$ cat src/design/box_pkg.sv
`default_nettype none

package box_pkg;

    // ###################################################################
    // window geometry and band width
    // ###################################################################
    localparam int WIN    = 13;
    localparam int CENTER = 6;
    localparam int COLS   = 16;

    // ###################################################################
    // pipeline depth, counted in steps
    // ###################################################################
    localparam int ADD_LAT = 4;
    localparam int ACC_LAT = 1;
    localparam int OUT_LAT = ADD_LAT + ACC_LAT;

    typedef logic [7:0] pixel_t;

    // pixel 0 sits in the low byte
    typedef pixel_t [WIN-1:0] column_t;

    // 13 * 255 needs 12 bits, 169 * 255 = 43095 needs 16
    typedef logic [11:0] col_sum_t;
    typedef logic [15:0] win_sum_t;
    typedef logic [4:0]  col_idx_t;

    typedef enum logic [2:0] {
        idle,
        take,
        wait_req_low,
        present,
        wait_ack_low
    } ctrl_state_t;

endpackage

`default_nettype wire

$ cat src/design/box_step_if.sv
`timescale 1ns/1ps
`default_nettype none

interface box_step_if
    import box_pkg::*;
();

    // one pulse per accepted column, all pipeline registers move on it
    logic     step;
    col_idx_t band_pos;
    logic     win_valid;
    logic     result_load;

    modport ctrl (
        output step,
        output result_load,
        input  win_valid
    );

    modport count (
        input  step,
        output band_pos,
        output win_valid
    );

    modport data (
        input step,
        input result_load
    );

endinterface

`default_nettype wire

$ cat src/design/column_adder.sv
`timescale 1ns/1ps
`default_nettype none

module column_adder
    import box_pkg::*;
(
    input  wire logic    clk,
    input  wire logic    rst,
    input  wire logic    i_step,
    input  wire column_t i_column,
    output col_sum_t     o_col_sum,
    output pixel_t       o_center
);

    // ###################################################################
    // adder tree registers
    // ###################################################################
    column_t          col_q;
    logic [5:0][8:0]  lvl1_q;
    logic [2:0][9:0]  lvl2_q;
    logic [1:0][10:0] lvl3_q;
    col_sum_t         sum_q;

    // row 12 has no partner in the pairwise levels and joins at level three
    pixel_t [1:0]     odd_q;

    // centre row, one register for each tree level after the input stage
    pixel_t [3:0]     ctr_q;

    always_ff @(posedge clk) begin
        if (rst) begin
            col_q  <= '0;
            lvl1_q <= '0;
            lvl2_q <= '0;
            lvl3_q <= '0;
            sum_q  <= '0;
        end else if (i_step) begin
            col_q <= i_column;
            for (int i = 0; i < 6; i++) begin
                lvl1_q[i] <= 9'(col_q[2*i]) + 9'(col_q[2*i+1]);
            end
            for (int i = 0; i < 3; i++) begin
                lvl2_q[i] <= 10'(lvl1_q[2*i]) + 10'(lvl1_q[2*i+1]);
            end
            lvl3_q[0] <= 11'(lvl2_q[0]) + 11'(lvl2_q[1]);
            lvl3_q[1] <= 11'(lvl2_q[2]) + 11'(odd_q[1]);
            sum_q     <= col_sum_t'(lvl3_q[0]) + col_sum_t'(lvl3_q[1]);
        end
    end

    // ###################################################################
    // side chains that keep pace with the tree
    // ###################################################################
    always_ff @(posedge clk) begin
        if (rst) begin
            odd_q <= '0;
            ctr_q <= '0;
        end else if (i_step) begin
            odd_q <= {odd_q[0], col_q[WIN-1]};
            ctr_q <= {ctr_q[2:0], col_q[CENTER]};
        end
    end

    // the sum and its centre pixel leave on the fourth step after acceptance
    assign o_col_sum = sum_q;
    assign o_center  = ctr_q[3];

endmodule

`default_nettype wire

$ cat src/design/local_threshold.sv
`timescale 1ns/1ps
`default_nettype none

module local_threshold
    import box_pkg::*;
(
    input  wire logic     clk,
    input  wire logic     rst,
    box_step_if.data      bus,
    input  wire col_sum_t i_col_sum,
    input  wire pixel_t   i_center,
    output win_sum_t      o_win_sum,
    output pixel_t        o_center,
    output logic          o_bright
);

    // element 0 is the newest column
    col_sum_t [WIN-1:0]        sum_line;
    pixel_t   [WIN-CENTER-1:0] ctr_line;
    win_sum_t                  acc_q;

    // ###################################################################
    // running window sum
    // ###################################################################
    always_ff @(posedge clk) begin
        if (rst) begin
            sum_line <= '0;
            acc_q    <= '0;
        end else if (bus.step) begin
            sum_line <= {sum_line[WIN-2:0], i_col_sum};
            // modulo 2^16 arithmetic, the true window sum always fits
            acc_q    <= acc_q + win_sum_t'(i_col_sum) - win_sum_t'(sum_line[WIN-1]);
        end
    end

    // when the newest column enters, the centre column is CENTER columns older
    always_ff @(posedge clk) begin
        if (rst) begin
            ctr_line <= '0;
        end else if (bus.step) begin
            ctr_line <= {ctr_line[WIN-CENTER-2:0], i_center};
        end
    end

    // ###################################################################
    // result registers
    // ###################################################################
    always_ff @(posedge clk) begin
        if (bus.result_load) begin
            o_win_sum <= acc_q;
            o_center  <= ctr_line[WIN-CENTER-1];
            // bright when the pixel is above the mean of the window
            o_bright  <= (win_sum_t'(WIN * WIN) * win_sum_t'(ctr_line[WIN-CENTER-1]))
                         > acc_q;
        end
    end

endmodule

`default_nettype wire

$ cat src/design/column_counter.sv
`timescale 1ns/1ps
`default_nettype none

module column_counter
    import box_pkg::*;
(
    input  wire logic clk,
    input  wire logic rst,
    box_step_if.count bus
);

    // counts the first OUT_LAT steps, whose columns never reach the accumulator
    logic [2:0] fill_cnt;
    logic       lag_run;
    col_idx_t   lag_pos;

    logic       run_nxt;
    col_idx_t   lag_nxt;

    // band position of the column that the accumulator takes on this step
    always_comb begin
        run_nxt = lag_run;
        lag_nxt = lag_pos;
        if (lag_run) begin
            lag_nxt = (lag_pos == col_idx_t'(COLS - 1)) ? '0 : lag_pos + 1'b1;
        end else if (fill_cnt == 3'(OUT_LAT)) begin
            run_nxt = 1'b1;
            lag_nxt = '0;
        end
    end

    // a full window of one band ends at positions WIN-1 up to COLS-1
    assign bus.win_valid = run_nxt && (lag_nxt >= col_idx_t'(WIN - 1));

    always_ff @(posedge clk) begin
        if (rst) begin
            bus.band_pos <= '0;
            fill_cnt     <= '0;
            lag_run      <= 1'b0;
            lag_pos      <= '0;
        end else if (bus.step) begin
            bus.band_pos <= (bus.band_pos == col_idx_t'(COLS - 1)) ? '0 : bus.band_pos + 1'b1;
            lag_run      <= run_nxt;
            lag_pos      <= lag_nxt;
            if (!lag_run && fill_cnt != 3'(OUT_LAT)) begin
                fill_cnt <= fill_cnt + 1'b1;
            end
        end
    end

    a_lag_range: assert property (@(posedge clk) disable iff (rst)
        lag_pos < col_idx_t'(COLS));

    // the lagging position trails the accepted column by exactly OUT_LAT
    a_lag_align: assert property (@(posedge clk) disable iff (rst)
        bus.step && run_nxt |->
            lag_nxt == col_idx_t'((bus.band_pos + COLS - OUT_LAT) % COLS));

endmodule

`default_nettype wire

$ cat src/design/box_ctrl.sv
`timescale 1ns/1ps
`default_nettype none

module box_ctrl
    import box_pkg::*;
(
    input  wire logic clk,
    input  wire logic rst,
    input  wire logic i_in_req,
    output logic      o_in_ack,
    output logic      o_out_req,
    input  wire logic i_out_ack,
    box_step_if.ctrl  bus
);

    ctrl_state_t state;
    ctrl_state_t state_nxt;
    logic        load_q;

    // ###################################################################
    // handshake state machine
    // ###################################################################
    always_comb begin
        state_nxt = state;
        case (state)
            idle: begin
                if (i_in_req) begin
                    state_nxt = take;
                end
            end
            take: begin
                state_nxt = bus.win_valid ? present : wait_req_low;
            end
            present: begin
                if (o_out_req && i_out_ack) begin
                    state_nxt = wait_ack_low;
                end
            end
            wait_ack_low: begin
                if (!i_out_ack) begin
                    state_nxt = wait_req_low;
                end
            end
            wait_req_low: begin
                if (!i_in_req) begin
                    state_nxt = idle;
                end
            end
            default: state_nxt = idle;
        endcase
    end

    always_ff @(posedge clk) begin
        if (rst) begin
            state     <= idle;
            o_in_ack  <= 1'b0;
            o_out_req <= 1'b0;
            load_q    <= 1'b0;
        end else begin
            state  <= state_nxt;
            load_q <= (state == take) && bus.win_valid;
            case (state)
                // without a result the column is acknowledged at once
                take:         o_in_ack  <= !bus.win_valid;
                present:      o_out_req <= !(o_out_req && i_out_ack);
                // a pending result holds back the input ack
                wait_ack_low: o_in_ack  <= !i_out_ack;
                wait_req_low: o_in_ack  <= i_in_req;
                default:      o_in_ack  <= o_in_ack;
            endcase
        end
    end

    assign bus.step        = (state == take);
    assign bus.result_load = load_q;

    a_step_single: assert property (@(posedge clk) disable iff (rst)
        bus.step |=> !bus.step);

    a_out_req_hold: assert property (@(posedge clk) disable iff (rst)
        o_out_req && !i_out_ack |=> o_out_req);

endmodule

`default_nettype wire

$ cat src/design/box_filter_top.sv
`timescale 1ns/1ps
`default_nettype none

module box_filter_top
    import box_pkg::*;
(
    input  wire logic    clk,
    input  wire logic    rst,
    input  wire logic    i_in_req,
    input  wire column_t i_column,
    output logic         o_in_ack,
    output logic         o_out_req,
    input  wire logic    i_out_ack,
    output win_sum_t     o_win_sum,
    output pixel_t       o_center,
    output logic         o_bright
);

    col_sum_t col_sum;
    pixel_t   col_center;

    box_step_if u_step_if ();

    box_ctrl u_box_ctrl (
        .clk       (clk),
        .rst       (rst),
        .i_in_req  (i_in_req),
        .o_in_ack  (o_in_ack),
        .o_out_req (o_out_req),
        .i_out_ack (i_out_ack),
        .bus       (u_step_if.ctrl)
    );

    column_counter u_column_counter (
        .clk (clk),
        .rst (rst),
        .bus (u_step_if.count)
    );

    column_adder u_column_adder (
        .clk       (clk),
        .rst       (rst),
        .i_step    (u_step_if.step),
        .i_column  (i_column),
        .o_col_sum (col_sum),
        .o_center  (col_center)
    );

    local_threshold u_local_threshold (
        .clk       (clk),
        .rst       (rst),
        .bus       (u_step_if.data),
        .i_col_sum (col_sum),
        .i_center  (col_center),
        .o_win_sum (o_win_sum),
        .o_center  (o_center),
        .o_bright  (o_bright)
    );

endmodule

`default_nettype wire

$ cat config.mk
export PLATFORM = sky130hd
export DESIGN_NAME = box_filter_top
export DESIGN_NICKNAME = d
export VERILOG_FILES = /design/src/design/box_pkg.sv /design/src/design/box_step_if.sv /design/src/design/column_adder.sv /design/src/design/local_threshold.sv /design/src/design/column_counter.sv /design/src/design/box_ctrl.sv /design/src/design/box_filter_top.sv
export SDC_FILE = /design/constraint.sdc
export NUM_CORES = 1
export LEC_CHECK = 0
export ABC_AREA = 1
export BUFFER_PORTS_ARGS = -buffer_cell sky130_fd_sc_hd__buf_2
export CORE_MARGIN = 2
export CORE_UTILIZATION = 35
export DETAILED_ROUTE_END_ITERATION = 8
export PLACE_DENSITY = 0.47
export SYNTH_ARGS = -nofsm -noshare
export SYNTH_HDL_FRONTEND = slang
export SYNTH_HIERARCHICAL = 1
export SYNTH_SLANG_ARGS = --single-unit
$ cat constraint.sdc
create_clock -name clk -period 4.8 [get_ports clk]
set_input_delay 0.48 -clock clk [delete_from_list [all_inputs] [get_ports clk]]
set_output_delay 0.48 -clock clk [all_outputs]
set_load 0.05 [all_outputs]
==> reports/results.md, run 1 <==
* initial cell density of the core: 35.3%
* element type at the critical path end: flip-flop
* status: finished clean
* clock buffers created by TritonCTS: 66
* share of final-layout standard cells stronger than drive strength 1: 8.03%
* Post-CTS Hold Buffers: 0
* data required time of the critical path: 5.12 ns
* Startpoint Class: flip-flop
* Syn. warnings: 6
* CTS tree: done
* antenna diode instance count: 0
* clock input transition at the sequential cells of the worst setup and hold paths: 0.06 ns
* antenna violations before repair: 0
* setup repair after global routing missed its margin: false
* first-pass detailed-route iteration total: 5
* maximum clock path buffer count: 3
* num rows: 100
* first-iteration detailed-routing DRC count: 1,169
* pin count of the biggest net entering global routing: 188
* Mapped Cells: 3,546
* post_cts resized: 0
* portion of the clock cycle consumed by the worst path in the final layout: 87.3%
* area overhead of the layout relative to synthesis: 12.3%
* net count of the finished layout: 3,902
* total clock sinks: 538
* vias in the first global route: 20,500
* Post-Synthesis Net Count: 3,860
* clock network latency to the later pin of the worst-skew pair: 0.59 ns
* slew at the pin closest to its max-slew limit: 1.03 ns
* path category of the worst min-delay check: in -> reg
* remaining antenna violation count: 0
* Clk Tree Root Cell: clkbuf_16
* final-layout setup total negative slack: 0 ns
* max cap viols: 0
* WHS: 0.111 ns
* total wirelength of the detailed-routed design: 60,300 µm
* min setup slack post-route: 0.608 ns
* detailed-placement wirelength estimate: 39,200 µm
* count of input and output buffers: 134
* total routing usage reported by global routing: 15.6%
* number of DRC violations after detailed routing: 0
* combined area of all synthesized cells: 26,300 µm²
* post-DR wirelength/cell: 13.1 µm
* floorplan die height: 278 µm
* average footprint of a synthesized cell: 7.41 µm²
* number of failing hold endpoints at the final stage: 0
* post-layout instance count excluding filler cells: 4,605
* Max VDD drop: 0.349 mV
* area of the die: 77,300 µm²
* worst slack after detailed placement: 0.619 ns
* maximum achievable frequency: 239 MHz
* Max Slew Vio Count: 0
* critical setup path kind: reg -> reg
* number of H-tree levels: 3
* total placed cells including tap cells: 4,489
* final setup violation count: 0
* remaining global-route overflow: 0
* post-CTS repair timing setup buffer count: 0
* maximum clock skew at final layout: 0.0235 ns
* maximum fanout along the worst path: 5
* placeable core region: 74,400 µm²
* shortest period the worst path allows: 4.19 ns
* number of vias after detailed routing: 21,200
* ratio of total power to cell area: 740 nW/µm²
* Ports: 135
* width of the die: 278 µm
* Static Leak: 14.7 nW
* relative slew slack: 31.5%
* final RePlAce weighted congestion: 0.789
* arrival time at the worst endpoint: 4.51 ns
* final cell utilization of the core: 39.6%
* routed via count divided by cell count: 4.61
* wire length of the first global-routing pass: 102,000 µm
-- layout make-up --
type | count | area [µm²]
clock buffers | 103 | 2070
clock inverters | 13 | 121
fillers | 7906 | 44900
inverters | 334 | 1280
multi-input cells | 2501 | 13000
flip-flops and latches | 538 | 11000
well taps | 969 | 1210
repair buffers | 147 | 846
-- where the power goes --
| part | internal, mW | switching (mW) | leakage, nW | total (mW) |
|---|---|---|---|---|
| registers | 6.23 | 1.04 | 4.44 | 7.27 |
| clock network | 3.06 | 1.89 | 1.08 | 4.95 |
| logic | 3.46 | 6.16 | 9.20 | 9.62 |
| total | 12.7 | 9.10 | 14.7 | 21.8 |
-- state kept, by name, summed over array words and instances, names as in the netlist --
name and flops:
u_box_ctrl/bus.result_load 1, u_box_ctrl/o_in_ack 1, u_box_ctrl/o_out_req 1, u_box_ctrl/state 3, u_column_adder/col_q 104, u_column_adder/ctr_q 24
u_column_adder/lvl1_q 54, u_column_adder/lvl2_q 30, u_column_adder/lvl3_q 22, u_column_adder/o_center 8, u_column_adder/o_col_sum 12, u_column_adder/odd_q 16
u_column_counter/fill_cnt 3, u_column_counter/lag_pos 5, u_column_counter/lag_run 1, u_local_threshold/acc_q 16, u_local_threshold/ctr_line 56, u_local_threshold/o_bright 1
u_local_threshold/o_center 8, u_local_threshold/o_win_sum 16, u_local_threshold/sum_line 156
-- cell usage in the layout, fill, tap and decap left out, types with 4 or more instances in the layout --
cell type / n
a211oi_1: 5
a21o_1: 17
a21oi_1: 142
a21oi_2: 4
buf_12: 6
buf_2: 133
buf_4: 8
clkbuf_1: 15
clkbuf_16: 71
clkbuf_8: 17
clkinv_2: 9
dfxtp_1: 513
edfxtp_1: 25
fa_1: 31
ha_1: 175
inv_1: 326
nand2_1: 427
nand2_2: 12
nand3_1: 162
nand3_2: 4
nand4_1: 13
nor2_1: 959
nor3_1: 6
o211ai_1: 5
o21a_1: 15
o21ai_0: 400
o21ai_1: 53
o21ai_2: 6
xnor2_1: 12
xor2_1: 30
-- per-stage QoR --
| step | cell area (µm²) | power [mW] |
|---|---|---|
| 2_1_floorplan | 26300 | 15.0 |
| 3_3_place_gp | 27300 | 17.1 |
| 3_5_place_dp | 27300 | 17.1 |
| 4_1_cts | 29500 | 22.3 |
| 5_1_grt | 29500 | 24.2 |
| 6_report | 29500 | 21.8 |
-- worst paths after layout --
check / startpoint / to / depth (start not counted) / slack [ns]
worst max-delay path: u_local_threshold/ctr_line[53] / u_local_threshold/o_bright / 17 / 0.61
worst max register to register: u_local_threshold/ctr_line[53] / u_local_threshold/o_bright / 17 / 0.61
worst min-delay path: i_column[4] / u_column_adder/col_q[4] / 3 / 0.11
worst min register to register: u_local_threshold/acc_q[11] / u_local_threshold/o_win_sum[11] / 0 / 0.43
-- critical path: stages (launching register included) --
cell,delay (ns)
dfxtp_1,0.44
ha_1,0.29
ha_1,0.32
fa_1,0.49
ha_1,0.31
ha_1,0.37
a21oi_1,0.16
o21ai_0,0.13
a21oi_1,0.21
nor2_1,0.08
o21ai_0,0.14
nand2_1,0.08
ha_1,0.30
nand2_1,0.05
nor2_1,0.15
nand4_1,0.13
nor4_1,0.22
a21oi_1,0.07
-- layer usage --
layer | global-route usage [%] | wire length (µm)
met5 | 0 | 0
met1 | 21.3 | 30400
met3 | 2.34 | 1870
met2 | 25.5 | 27200
met4 | 4.23 | 920
No activity file was read; power rests on OpenSTA's default activity.
==> run 2, diff against run 1 <==
Settings changed: CORE_MARGIN 2 to unset.
==> run 2 against run 1 <==
  * Sequential power is essentially flat
  * Worst hold slack worse by 0.034 ns
  * Largest power group unchanged
  * Largest cell class unchanged
  * Critical path depth increased by 1
  * First-iteration DRC count fell by 6.2%
  * Routed wire length shrank 0.35%
  * Sequential share of layout area is 0.28 points higher
  * Power is 1.8% lower
  * Die area fell by 1.4%
  * Global-route usage up 0.084 points
  * Fmax grew 1.4%
  * Final area down 0.75%
  * Flip-flop and latch count unchanged
  * Critical path type unchanged
==> reports/results.md, run 2 (synthesized netlist as in run 1, its figures left out) <==
* status: finished clean
* post_cts resized: 0, unchanged
* post-CTS repair timing setup buffer count: 0, unchanged
* clock network latency to the later pin of the worst-skew pair: 0.63 ns, +0.04 ns
* total routing usage reported by global routing: 15.7%, +0.084 points
* maximum achievable frequency: 242 MHz, +1.4%
* min setup slack post-route: 0.665 ns, +0.0570 ns
* clock input transition at the sequential cells of the worst setup and hold paths: 0.06 ns, about the same
* Startpoint Class: flip-flop
* final-layout setup total negative slack: 0 ns, unchanged
* Largest register FFs: 156, unchanged
* total placed cells including tap cells: 4,493, +0.089%
* final RePlAce weighted congestion: 0.803, +1.8%
* total wirelength of the detailed-routed design: 60,100 µm, -0.35%
* final cell utilization of the core: 39.4%, -0.23 points
* num rows: 100, unchanged
* maximum fanout along the worst path: 5, unchanged
* remaining antenna violation count: 0, unchanged
* final setup violation count: 0, unchanged
* setup slack of the most critical reg-to-reg path: 0.66 ns, +0.06 ns
* data required time of the critical path: 5.16 ns, +0.04 ns
* shortest period the worst path allows: 4.14 ns, -0.0570 ns
* path category of the worst min-delay check: in -> reg
* remaining global-route overflow: 0, unchanged
* area of the die: 76,200 µm², -1.4%
* routed length on met3: 1610 µm, -14%
* count of input and output buffers: 134, unchanged
* total clock sinks: 538, unchanged
* maximum clock path buffer count: 3, unchanged
* setup repair after global routing missed its margin: false
* maximum clock skew at final layout: 0.0219 ns, -0.00156 ns
* wl on met1: 30,200 µm, -0.61%
* registers with the most flip-flops: u_local_threshold/sum_line x156, u_column_adder/col_q x104, u_local_threshold/ctr_line x56
* placeable core region: 74,300 µm², -0.17%
* number of DRC violations after detailed routing: 0, unchanged
* largest reg by FF count: u_local_threshold/sum_line
* commonest cells after routing, fill and taps aside: nor2_1 (959), dfxtp_1 (513), nand2_1 (427), o21ai_0 (400), inv_1 (326)
* Design Power: 21.5 mW, -1.8%
* met2 WL: 27,200 µm, +0.24%
* width of the die: 276 µm, -0.72%
* CTS tree: done
* sequential cell fraction of total power: 33.8%, +0.5 points
* critical setup path kind: reg -> reg
* top layer used by detailed routing: met4
* Max VDD drop: 0.350 mV, +0.18%
* wire length of the first global-routing pass: 101,000 µm, -0.52%
* ratio of total power to cell area: 732 nW/µm², -1.0%
* slew at the pin closest to its max-slew limit: 0.909 ns, -0.118 ns
* antenna diode instance count: 0, unchanged
* combinational share of power: 44.9%, +0.8 points
* routed via count divided by cell count: 4.61, -0.13%
* post-route design area: 29,300 µm², -0.75%
* most common cell after layout, fill and taps aside: nor2_1
* Power Internal: 12.4 mW, -2.7%
* net count of the finished layout: 3,900, -0.051%
* Clk Tree Root Cell: clkbuf_16
* clock buffers created by TritonCTS: 60, -9.1%
* WHS: 0.0768 ns, -0.0339 ns
* Ports: 135, unchanged
* net switching component of the power: 9.06 mW, -0.43%
* number of failing hold endpoints at the final stage: 0, unchanged
* clock power share: 21.3%, -1.4 points
* share of final-layout standard cells stronger than drive strength 1: 8.04%, about the same
* post-DR wirelength/cell: 13.1 µm, -0.29%
* Post-CTS Hold Buffers: 0, unchanged
* Max Slew Vio Count: 0, unchanged
* relative slew slack: 39.4%, +7.9 points
* vias in the first global route: 20,300, -1.2%
* antenna violations before repair: 0, unchanged
* floorplan die height: 276 µm, -0.72%
* Static Leak: 14.6 nW, -0.60%
* number of H-tree levels: 2, -1
* arrival time at the worst endpoint: 4.50 ns, about the same
* first-pass detailed-route iteration total: 4, -1
* first-iteration detailed-routing DRC count: 1,096, -6.2%
* sw frac: 42.2%, +0.57 points
* worst slack after detailed placement: 0.680 ns, +0.0613 ns
* initial cell density of the core: 35.4%, +0.059 points
* number of vias after detailed routing: 21,200, -0.20%
* max cap viols: 0, unchanged
* post-layout instance count excluding filler cells: 4,602, -0.065%
* element type at the critical path end: flip-flop
* pin count of the biggest net entering global routing: 219, +16%
* placed inst area: 27,300 µm², about the same
* detailed-placement wirelength estimate: 39,400 µm, +0.48%
* area overhead of the layout relative to synthesis: 11.4%
* portion of the clock cycle consumed by the worst path in the final layout: 86.1%, -1.2 points
-- run 2: critical path: stages, from the launching register on --
cell and delay, ns:
dfxtp_1 0.44, ha_1 0.30, ha_1 0.23, fa_1 0.43, fa_1 0.47, ha_1 0.38, nand2_1 0.08, nor3_1 0.22
a21oi_1 0.15, nor2_1 0.14, nor2_1 0.05, nand2_1 0.05, nand2_1 0.05, ha_1 0.29, nand2_1 0.05, nor2_1 0.14
nand4_1 0.13, nor4_1 0.20, a21oi_1 0.06
-- run 2: routing by layer --
layer  GRT usage [%]  up-vias
met5               0        -
met4            3.88        0
met3            2.05       74
met2            25.9      203
met1            21.5     9462
li1                -    11500
-- run 2: final cells by class --
class	count	area, µm²
Multi-Input combinational cell	2501	13000
Timing Repair Buffer	151	838
Fill cell	8083	45000
Sequential cell	538	11000
Tap cell	969	1210
Clock inverter	20	193
Inverter	334	1280
Clock buffer	89	1780
-- run 2: worst paths after layout --
check | from | end | depth (start not counted)
min reg2reg | u_local_threshold/acc_q[11] | u_local_threshold/o_win_sum[11] | 0
min | i_column[68] | u_column_adder/col_q[68] | 3
max reg2reg | u_local_threshold/ctr_line[52] | u_local_threshold/o_bright | 18
max | u_local_threshold/ctr_line[52] | u_local_threshold/o_bright | 18
-- run 2: power by group through the flow --
stage | registers [mW] | logic (mW) | clock network (mW)
6_report | 7.24 | 9.64 | 4.57
5_1_grt | 7.47 | 11.4 | 4.94
4_1_cts | 7.27 | 9.84 | 4.77
3_5_place_dp | 7.35 | 9.75 | 0
3_3_place_gp | 7.34 | 9.76 | 0
2_1_floorplan | 6.99 | 8.02 | 0
